===== src/rtl/nn_defines.svh =====
`ifndef NN_DEFINES_SVH
`define NN_DEFINES_SVH

// Sample, weight and result width
`define DATA_WIDTH 16

// Samples per feature vector
`define NUM_INPUTS 8

// Nodes in the layer
`define NUM_NEURONS 4

// Result vectors held between layer and serializer
`define BUF_DEPTH 4

`endif

===== src/rtl/nnCtrlPkg.sv =====
`default_nettype none

package nnCtrlPkg;

	// Collector: gathering samples, or presenting a full vector
	typedef enum logic {
		collect,
		emit
	} collectState_e;

	// Serializer: waiting for a vector, or stepping through its values
	typedef enum logic {
		idle,
		send
	} serialState_e;

endpackage

`default_nettype wire


===== src/rtl/nnDataPkg.sv =====
`default_nettype none
`include "nn_defines.svh"

package nnDataPkg;

	typedef logic signed [`DATA_WIDTH-1:0] sample_t;

	typedef struct packed {
		sample_t [`NUM_INPUTS-1:0] x; // Input 0 is the first sample received
	} featureVec_t;

	typedef struct packed {
		sample_t [`NUM_NEURONS-1:0] y; // One value per node
	} layerResult_t;

	// Row per node, column per input
	localparam sample_t weightTable [`NUM_NEURONS][`NUM_INPUTS] = '{
		'{16'sd27, -16'sd131, 16'sd443, 16'sd450, -16'sd96, 16'sd308, 16'sd123, -16'sd209},
		'{-16'sd259, 16'sd145, 16'sd66, -16'sd380, 16'sd747, 16'sd160, 16'sd277, 16'sd11},
		'{16'sd373, -16'sd563, 16'sd160, 16'sd192, -16'sd493, -16'sd118, 16'sd75, 16'sd34},
		'{16'sd533, -16'sd427, 16'sd354, -16'sd529, 16'sd88, 16'sd201, -16'sd62, 16'sd15}
	};

	localparam sample_t biasTable [`NUM_NEURONS] = '{16'sd27, -16'sd40, 16'sd12, 16'sd100};

	function automatic sample_t weightOf(input int node, input int idx);
		return weightTable[node][idx];
	endfunction

	function automatic sample_t biasOf(input int node);
		return biasTable[node];
	endfunction

endpackage

`default_nettype wire


===== src/rtl/nnLayerTop.sv =====
`default_nettype none
`timescale 1ns/1ps

module nnLayerTop (
	input  logic                clk,
	input  logic                reset,
	input  logic                sampleStrobe,
	input  nnDataPkg::sample_t  sampleData,
	input  logic                outHold,
	output logic                outStrobe,
	output nnDataPkg::sample_t  outData,
	output logic [1:0]          outIndex,
	output logic                overflow
);

	logic vectorStrobe;
	nnDataPkg::featureVec_t vector;
	logic resultStrobe;
	nnDataPkg::layerResult_t result;
	logic pop;
	nnDataPkg::layerResult_t head;
	logic empty;

	featureCollector collector (
		.clk          (clk),
		.reset        (reset),
		.sampleStrobe (sampleStrobe),
		.sampleData   (sampleData),
		.vectorStrobe (vectorStrobe),
		.vector       (vector)
	);

	neuronLayer layer (
		.clk          (clk),
		.reset        (reset),
		.vectorStrobe (vectorStrobe),
		.vector       (vector),
		.resultStrobe (resultStrobe),
		.result       (result)
	);

	resultBuffer buffer (
		.clk      (clk),
		.reset    (reset),
		.push     (resultStrobe),
		.pushData (result),
		.pop      (pop),
		.head     (head),
		.empty    (empty),
		.overflow (overflow)
	);

	resultSerializer serializer (
		.clk       (clk),
		.reset     (reset),
		.empty     (empty),
		.head      (head),
		.outHold   (outHold),
		.pop       (pop),
		.outStrobe (outStrobe),
		.outData   (outData),
		.outIndex  (outIndex)
	);

endmodule

`default_nettype wire


===== src/rtl/resultSerializer.sv =====
`default_nettype none
`timescale 1ns/1ps
`include "nn_defines.svh"

module resultSerializer (
	input  logic                     clk,
	input  logic                     reset,
	input  logic                     empty,
	input  nnDataPkg::layerResult_t  head,
	input  logic                     outHold,
	output logic                     pop,
	output logic                     outStrobe,
	output nnDataPkg::sample_t       outData,
	output logic [1:0]               outIndex
);

	nnCtrlPkg::serialState_e state;
	nnDataPkg::layerResult_t holdReg;
	logic [1:0] index;

	assign pop       = (state == nnCtrlPkg::idle) && !empty && !outHold;
	assign outStrobe = (state == nnCtrlPkg::send) && !outHold;
	assign outData   = holdReg.y[index];
	assign outIndex  = index;

	always_ff @(posedge clk)
	begin
		if (pop)
			holdReg <= head; // Local copy frees the buffer slot
	end

	always_ff @(posedge clk)
	begin
		if (reset)
		begin
			state <= nnCtrlPkg::idle;
			index <= '0;
		end
		else
		begin
			case (state)
				nnCtrlPkg::idle:
				begin
					index <= '0;
					if (pop)
						state <= nnCtrlPkg::send;
				end
				nnCtrlPkg::send:
				begin
					if (outStrobe)
					begin
						if (index == 2'(`NUM_NEURONS - 1))
						begin
							index <= '0;
							state <= nnCtrlPkg::idle;
						end
						else
							index <= index + 1'b1;
					end
				end
				default: state <= nnCtrlPkg::idle;
			endcase
		end
	end

endmodule

`default_nettype wire


===== src/rtl/resultBuffer.sv =====
`default_nettype none
`timescale 1ns/1ps
`include "nn_defines.svh"

module resultBuffer (
	input  logic                     clk,
	input  logic                     reset,
	input  logic                     push,
	input  nnDataPkg::layerResult_t  pushData,
	input  logic                     pop,
	output nnDataPkg::layerResult_t  head,
	output logic                     empty,
	output logic                     overflow
);

	localparam int PTR_W = $clog2(`BUF_DEPTH);
	localparam int CNT_W = $clog2(`BUF_DEPTH + 1);

	nnDataPkg::layerResult_t mem [`BUF_DEPTH];
	logic [PTR_W-1:0] wrPtr;
	logic [PTR_W-1:0] rdPtr;
	logic [CNT_W-1:0] count;
	logic full;
	logic doPush;
	logic doPop;

	assign full   = (count == CNT_W'(`BUF_DEPTH));
	assign empty  = (count == '0);
	assign doPush = push && !full; // Pushes while full are lost
	assign doPop  = pop && !empty;
	assign head   = mem[rdPtr];

	always_ff @(posedge clk)
	begin
		if (doPush)
			mem[wrPtr] <= pushData;
	end

	always_ff @(posedge clk)
	begin
		if (reset)
		begin
			wrPtr    <= '0;
			rdPtr    <= '0;
			count    <= '0;
			overflow <= 1'b0;
		end
		else
		begin
			if (doPush)
				wrPtr <= (wrPtr == PTR_W'(`BUF_DEPTH - 1)) ? '0 : wrPtr + 1'b1;
			if (doPop)
				rdPtr <= (rdPtr == PTR_W'(`BUF_DEPTH - 1)) ? '0 : rdPtr + 1'b1;
			case ({doPush, doPop})
				2'b10: count <= count + 1'b1;
				2'b01: count <= count - 1'b1;
				default: count <= count;
			endcase
			if (push && full)
				overflow <= 1'b1; // Sticky until reset
		end
	end

endmodule

`default_nettype wire


===== src/rtl/neuronLayer.sv =====
`default_nettype none
`timescale 1ns/1ps
`include "nn_defines.svh"

module neuronLayer (
	input  logic                     clk,
	input  logic                     reset,
	input  logic                     vectorStrobe,
	input  nnDataPkg::featureVec_t   vector,
	output logic                     resultStrobe,
	output nnDataPkg::layerResult_t  result
);

	logic [2:0] strobePipe;

	for (genvar n = 0; n < `NUM_NEURONS; n++)
	begin : genNode
		neuronNode #(
			.NODE_INDEX (n)
		) node (
			.clk    (clk),
			.reset  (reset),
			.vector (vector),
			.value  (result.y[n])
		);
	end

	// One bit per node register stage
	always_ff @(posedge clk)
	begin
		if (reset)
			strobePipe <= '0;
		else
			strobePipe <= {strobePipe[1:0], vectorStrobe};
	end

	assign resultStrobe = strobePipe[2];

endmodule

`default_nettype wire


===== src/rtl/neuronNode.sv =====
`default_nettype none
`timescale 1ns/1ps
`include "nn_defines.svh"

module neuronNode #(
	parameter int NODE_INDEX = 0
) (
	input  logic                    clk,
	input  logic                    reset,
	input  nnDataPkg::featureVec_t  vector,
	output nnDataPkg::sample_t      value
);

	nnDataPkg::featureVec_t inReg;
	nnDataPkg::sample_t acc;
	nnDataPkg::sample_t sum;

	always_ff @(posedge clk)
	begin
		inReg <= vector; // Stage 1
	end

	// Products keep their low bits only, the sum wraps at the word width
	always_comb
	begin
		acc = nnDataPkg::biasOf(NODE_INDEX);
		for (int i = 0; i < `NUM_INPUTS; i++)
			acc = acc + inReg.x[i] * nnDataPkg::weightOf(NODE_INDEX, i);
	end

	always_ff @(posedge clk)
	begin
		if (reset)
		begin
			sum   <= '0;
			value <= '0;
		end
		else
		begin
			sum   <= acc; // Stage 2
			value <= sum[`DATA_WIDTH-1] ? '0 : sum; // Stage 3, ReLU
		end
	end

endmodule

`default_nettype wire


===== src/rtl/featureCollector.sv =====
`default_nettype none
`timescale 1ns/1ps
`include "nn_defines.svh"

module featureCollector (
	input  logic                    clk,
	input  logic                    reset,
	input  logic                    sampleStrobe,
	input  nnDataPkg::sample_t      sampleData,
	output logic                    vectorStrobe,
	output nnDataPkg::featureVec_t  vector
);

	localparam int COUNT_W = $clog2(`NUM_INPUTS);

	nnCtrlPkg::collectState_e state;
	logic [COUNT_W-1:0] count;

	always_ff @(posedge clk)
	begin
		if (reset)
		begin
			state <= nnCtrlPkg::collect;
			count <= '0;
		end
		else
		begin
			state <= nnCtrlPkg::collect; // Emit lasts one cycle
			if (sampleStrobe)
			begin
				if (count == COUNT_W'(`NUM_INPUTS - 1))
				begin
					count <= '0;
					state <= nnCtrlPkg::emit;
				end
				else
					count <= count + 1'b1;
			end
		end
	end

	// Newest sample enters at the top, so the oldest ends up at input 0
	always_ff @(posedge clk)
	begin
		if (sampleStrobe)
			vector.x <= {sampleData, vector.x[`NUM_INPUTS-1:1]};
	end

	assign vectorStrobe = (state == nnCtrlPkg::emit);

endmodule

`default_nettype wire


===== config.mk =====
export PLATFORM = sky130hd
export DESIGN_NAME = nnLayerTop
export DESIGN_NICKNAME = d
export VERILOG_FILES = /design/src/rtl/nnCtrlPkg.sv /design/src/rtl/nnDataPkg.sv /design/src/rtl/nnLayerTop.sv /design/src/rtl/resultSerializer.sv /design/src/rtl/resultBuffer.sv /design/src/rtl/neuronLayer.sv /design/src/rtl/neuronNode.sv /design/src/rtl/featureCollector.sv
export VERILOG_INCLUDE_DIRS = /design/src /design/src/rtl
export SDC_FILE = /design/constraint.sdc
export NUM_CORES = 2
export LEC_CHECK = 0
export BUFFER_PORTS_ARGS = -buffer_cell sky130_fd_sc_hd__clkbuf_2
export CORE_ASPECT_RATIO = 0.6
export CORE_MARGIN = 5
export CORE_UTILIZATION = 45
export CTS_BUF_LIST = sky130_fd_sc_hd__clkbuf_8
export CTS_CLUSTER_SIZE = 8
export DETAILED_ROUTE_END_ITERATION = 12
export SLEW_MARGIN = 5
export SYNTH_ARGS = -nofsm -noshare
export SYNTH_HDL_FRONTEND = slang
export SYNTH_HIERARCHICAL = 1
export SYNTH_SLANG_ARGS = --single-unit

===== constraint.sdc =====
create_clock -name clk -period 21 [get_ports clk]
set_clock_uncertainty 0.2 [all_clocks]
set_input_delay 3.15 -clock clk [delete_from_list [all_inputs] [get_ports clk]]
set_output_delay 3.15 -clock clk [all_outputs]
set_load 0.02 [all_outputs]

# Word-level counts from Yosys, hierarchy flattened
# Memory sizes are Yosys's and may differ from the RTL's. A register that Yosys moved wholly into a read port is not among the register bits.
# Index checks and enable logic that the tools add are counted.
# Widths: inputs -> output; s select.
[classes]
mul = 32
magnitude_cmp = 1
n_reduce_logical = 16
n_mux = 16
eq_ne = 8
bitwise_logic = 2
n_addsub = 38
[op_table]
columns = ["cell", "count"]
rows = [
  ["$add 16x16->16", 28],
  ["$mul 16x10->16 const B", 6],
  ["$mul 16x11->16 const B", 4],
  ["$mul 16x9->16 const B", 4],
  ["$bmux 16 s2", 1],
  ["$mul 16x4->11 const B", 2],
  ["$mul 16x5->16 const B", 2],
  ["$mul 16x6->15 const B", 2],
  ["$mul 16x7->15 const B", 2],
  ["$mul 16x8->14 const B", 2],
  ["$mul 16x8->16 const B", 2],
  ["$mul 16x9->15 const B", 2],
  ["$add 5x16->16 const A", 1],
  ["$add 6x16->16 const A", 1],
  ["$add 7x16->16 const A", 1],
  ["$add 8x16->16 const A", 1],
  ["$mul 16x3->10 const B", 1],
  ["$mul 16x3->11 const B", 1],
  ["$mul 16x5->13 const B", 1],
  ["$mul 16x6->16 const B", 1],
  ["$mux 16", 1],
  ["$reduce_or 2->1", 5],
  ["$eq 2x2->1 const B", 4],
  ["$mux 2", 4],
  ["17 further kinds", 34],
]
[word_totals]
ramBits = 256
memories = 1
output_inout_bits = 20
regBits = 402
[mem_list]
columns = ["memory", "words", "word_bits", "read_ports", "rd_clocked_by_memory_dff", "wr", "line_no", "rtl"]
rows = [
  ["buffer.mem", 4, 64, 1, 1, 1, "resultBuffer.sv:19", "nnDataPkg::layerResult_t mem [`BUF_DEPTH];"],
]

# Depth between registers and ports, before layout
[depth]
ltp_word = 9
depth_mapped = 37
depth_no_buf = 37

# Modules after synthesis
# Netlist, hierarchy kept.
[modules_own_cells]
columns = ["module", "cells_each", "area_each_um2", "seq_area_each_um2", "instances"]
rows = [
  ["neuronNode (layer.genNode[0].node)", 1513, 16982.5, 3022.9, 1],
  ["neuronNode (layer.genNode[3].node)", 1406, 15670.0, 3083.0, 1],
  ["neuronNode (layer.genNode[1].node)", 1309, 14507.7, 3022.9, 1],
  ["neuronNode (layer.genNode[2].node)", 1300, 14208.6, 2922.8, 1],
  ["resultBuffer", 388, 9726.8, 7887.6, 1],
  ["featureCollector", 142, 4008.8, 3923.8, 1],
  ["resultSerializer", 98, 2498.6, 1981.9, 1],
  ["neuronLayer", 6, 78.8, 60.1, 1],
]

# Worst setup path before layout
# No wires, ideal clock.
[synth_path]
path_kind = "input port to flip-flop"
start = "input port outHold"
end = "register buffer.count[2]"
cell_stages = 9
arrival_ns = 9.743
path_slack_ns = 10.987
path_cell_list = "nor3_1 o31ai_1 inv_1 ha_1 inv_1 fa_1 xor2_1 or3_2 a21oi_1"
[synth_between]
elab_chain_len = 5
word_cells_on_any_way = 7
cone_classes = "2 x eq/ne; 1 x mux; 4 x reduce/logical"
[synth_lines]
columns = ["item", "line_no", "rtl"]
rows = [
  ["from (decl)", "nnLayerTop.sv:9", "input logic outHold,"],
  ["$logic_not 1->1 (*)", "resultSerializer.sv:21", "assign pop = (state == nnCtrlPkg::idle) && !empty && !outHold;"],
  ["$logic_and 1x1->1 (*)", "resultSerializer.sv:21", ""],
  ["$logic_and 1x1->1 (*)", "resultBuffer.sv:30", "assign doPop = pop && !empty;"],
  ["via buffer.doPop", "resultBuffer.sv:25", "logic doPop;"],
  ["$eq 2x1->1 or $eq 2x2->1 (tied branches)", "resultBuffer.sv:54", "case ({doPush, doPop})"],
  ["$pmux 3 s2 or $reduce_bool 2->1 (tied branches)", "--", ""],
  ["to (signal assigned)", "resultBuffer.sv:55", "2'b10: count <= count + 1'b1;"],
  ["to (signal assigned)", "resultBuffer.sv:56", "2'b01: count <= count - 1'b1;"],
  ["to (signal assigned)", "resultBuffer.sv:57", "default: count <= count;"],
  ["to (decl)", "resultBuffer.sv:22", "logic [CNT_W-1:0] count;"],
]
# The timed path passes the listed nets; every way through them passes the cells marked *.
# A chain may end at the register's enable or synchronous reset.

# Worst setup path in the final report
[layout_path]
start = "register layer/genNode[3].node/inReg[35] (netlist name)"
end = "register layer.genNode[3].node.sum[15]"
[layout_between]
elab_chain_len = 7
[layout_lines]
columns = ["item", "line_no", "rtl"]
rows = [
  ["from (decl)", "neuronNode.sv:14", "nnDataPkg::featureVec_t inReg;"],
  ["from (signal assigned)", "neuronNode.sv:20", "inReg <= vector;"],
  ["$mul 16x9->15", "neuronNode.sv:28", "acc = acc + inReg.x[i] * nnDataPkg::weightOf(NODE_INDEX, i);"],
  ["$add 16x16->16 (6 in series)", "neuronNode.sv:28", ""],
  ["to (signal assigned)", "neuronNode.sv:35", "sum <= '0;"],
  ["to (signal assigned)", "neuronNode.sv:40", "sum <= acc;"],
  ["to (decl)", "neuronNode.sv:16", "nnDataPkg::sample_t sum;"],
]
# No other way between the ends.

==> results by group <==
Hold path
  – Worst Hold Class: reg2reg

Setup path
  – CP Launch Point: layer/genNode[3].node/inReg[35]
  – Max stage delay on crit path: 0.54 ns
  – Setup crit end kind: flop
  – R2r endpoint: layer/genNode[3].node/sum[15]
  – Startpoint type of the worst setup path: flop
  – CP max FO: 4
  – Critical path arrival: 10.32 ns
  – CP max stage cell: fa_1
  – Internal reg-to-reg setup slack: 11.25 ns
  – Crit path to: layer/genNode[3].node/sum[15]
  – Critical path class: reg2reg
  – CP required: 21.57 ns
  – RR Startpoint: layer/genNode[3].node/inReg[35]
  – Top cell by count, worst path: fa_1
  – FF-to-FF path depth: 35

Place
  – Port Buf Inserts: 39
  – RePlAce Congestion: 0.935
  – Detail Placement HPWL: 179000 um

Synth
  – Synthesized cell area: 77700 um^2
  – Adder-cell share of the synthesized area: 46.4%
  – Share of flip-flops with an asynchronous set or reset: 0%
  – Synth Area in Compound Gates: 2.01%
  – Ranking of synthesized cells by area: fa_1, edfxtp_1, ha_1, dfxtp_1, inv_1
  – Top cell type's share of synthesized area: 29.0%
  – Ys flop type: dfxtp_1
  – Synth top cells by count: inv_1, fa_1, ha_1, dfxtp_1, edfxtp_1
  – Synth Net Count: 8384
  – EDFF count, synth: 448
  – Main combinational cell family by area after synthesis: adder cells
  – Register area share after synthesis: 33.3%
  – Synth Instances: 6162
  – Post-Synth Simple-Gate Area: 1.73%
  – Most frequent cell after synthesis: inv_1
  – #FFs+latches synth: 1070
  – Synth Area per Inst: 12.6 um^2
  – Post-synthesis xor/xnor area fraction: 4.99%
  – Synth area leader: fa_1
  – Yosys cell types: 70
  – Yosys warns: 6
  – Multiplexer share of the synthesized area: 2.47%

Detailed routing
  – DR vias/cell: 4.86
  – DRT antenna net count: 0
  – DRC viols: 0
  – Met1 WL: 104000 um
  – Via count: 42800
  – Pre-Repair DR Iteration Count: 7
  – DR top layer: met5
  – DR WL met2: 80800 um
  – DR WL met3: 28500 um
  – WL/cell: 24.7 um
  – Iteration-0 DRC Markers: 3609
  – Final wirelength: 217000 um

Timing
  – Relative slew slack: 13.5%
  – Worst slew pin tran: 1.30 ns
  – Final hold violation count: 0
  – Setup violators final: 0
  – Fin crit share: 46.4%
  – Fmax achieved: 0.103 GHz
  – Worst hold slack: 0.189 ns
  – Setup TNS: 0 ns
  – Final Critical Period: 9.75 ns
  – Final Slew Violations: 0
  – RSZ-0062 raised after global routing: no

Floorplan
  – Initial Utilization: 45.2%
  – Row cnt: 118
  – Core Region: 172000 um^2
  – Die Wd: 546 um
  – Die footprint: 181000 um^2
  – Die height: 332 um
  – IO Count: 40

Global routing
  – Grt total ovfl: 0
  – Vias in the first global route: 46000
  – Global-route usage over all layers: 24.5%
  – Initial antenna violation count: 61
  – Pin count of the biggest net entering global routing: 89
  – Global-route wire length before repair: 318000 um

Clock network
  – Post-CTS Resized: 0
  – Clock net sink count: 1070
  – Postcts setup bufs: 0
  – Clk pin slew, worst setup/hold paths: 0.07 ns
  – H-Tree Depth: 4
  – CTS tree: yes
  – Latest clock arrival within the worst-skew pair: 0.91 ns
  – Hold_buf cts: 0
  – Clock root cell: clkbuf_8
  – Clock buffer depth: 4
  – CTS Buf Count: 177

Outcome
  – Status: finished, final reports clean

Layout
  – Area Overhead vs Synth: 8.21%
  – Final nets: 8585
  – Layout cells sized above 1: 5.70%

Job
  – Max-cap violations: 0
stage by stage:
stage	area [um^2]	instances	setup slack, ns	utilization (%)
floorplan	77700	6162	10.99	-
global placement	80700	8464	11.25	46.9
detailed placement	80700	8464	11.26	46.9
CTS	84000	8772	11.25	48.8
global route	84000	8782	10.78	48.8
finish	84100	8803	11.25	48.9
worst min-delay path by stage:
stage | start | endpoint | slack, ns | cells past startpoint
3_5_place_dp | collector/vector[95] | layer/genNode[3].node/inReg[95] | 0.16 | 0
2_1_floorplan | collector/vector[47] | layer/genNode[0].node/inReg[47] | 0.14 | 0
5_1_grt | collector/vector[95] | layer/genNode[3].node/inReg[95] | 0.20 | 0
6_report | collector/vector[95] | layer/genNode[3].node/inReg[95] | 0.19 | 0
3_3_place_gp | collector/vector[95] | layer/genNode[3].node/inReg[95] | 0.16 | 0
4_1_cts | collector/vector[47] | layer/genNode[0].node/inReg[47] | 0.19 | 0
placed cells by master (no fill, tap or decap), drive strengths merged, types with 3 or more instances in the layout:
cell type	count
mux4	80
clkinvlp	5
nor3b	3
or3	6
or2	3
xnor3	5
dfxtp	622
and2	61
fa	1127
o21bai	35
nand2b	16
nand2	22
nand3	3
clkinv	14
xor2	73
a31oi	4
mux2i	5
xnor2	356
bufinv	5
a21o	33
and3	5
mux2	3
o21ai	35
a41oi	3
nor2b	32
a21oi	106
nor2	82
conb	4
clkbuf	234
o21a	9
ha	1075
a211oi	5
diode	31
nor3	19
buf	19
inv	1912
edfxtp	448
kinds of logic (layout without fill, tap and decap cells):
group / after synthesis / after routing
AOI/OAI and AO/OA: 248 / 248
xor gates and xnor gates: 434 / 434
other: 4 / 35
buffers and inverters: 1859 / 2189
adders and majority gates: 2202 / 2202
and+or+nand+nor: 257 / 257
muxes: 88 / 88
DFF: 1070 / 1070
state kept, by name (all words and copies together) (netlist names), 2 cells and up, named ones only:
| signal | count |
|---|---|
| buffer/count | 3 |
| layer/genNode.node/sum | 64 |
| collector/count | 3 |
| buffer/mem | 256 |
| buffer/rdPtr | 2 |
| serializer/outIndex | 2 |
| layer/genNode.node/inReg | 478 |
| collector/vector | 128 |
| layer/genNode.node/value | 60 |
| buffer/wrPtr | 2 |
| serializer/holdReg | 64 |
| layer/strobePipe | 3 |
worst max-delay path: cells and delay by family (launching register included):
kind,cells,cell delay (ns)
AOI/OAI and AO/OA,6,1.11
xor gates and xnor gates,3,0.70
adders and majority gates,15,6.61
buffers and inverters,10,0.51
DFF,1,0.45
and+or+nand+nor,1,0.09
routing by layer:
layer	up-vias	global-route usage, %
li1	19400	-
met1	21500	37.1
met2	1632	31.0
met3	264	12.0
met4	12	5.01
met5	-	0.602
cell type report:
| class | count | area, um^2 |
|---|---|---|
| Fill cell | 15200 | 87900 |
| Multi-Input combinational cell | 3233 | 44700 |
| Sequential cell | 1070 | 25900 |
| Inverter | 1825 | 6850 |
| Tap cell | 2280 | 2850 |
| Clock buffer | 197 | 2710 |
| Clock inverter | 111 | 598 |
| Timing Repair Buffer | 56 | 332 |
| Antenna cell | 31 | 77.6 |
Power is left out: the tool's default activity adds up to more than one toggle a clock period on the data nets, which glitch-free logic cannot reach.
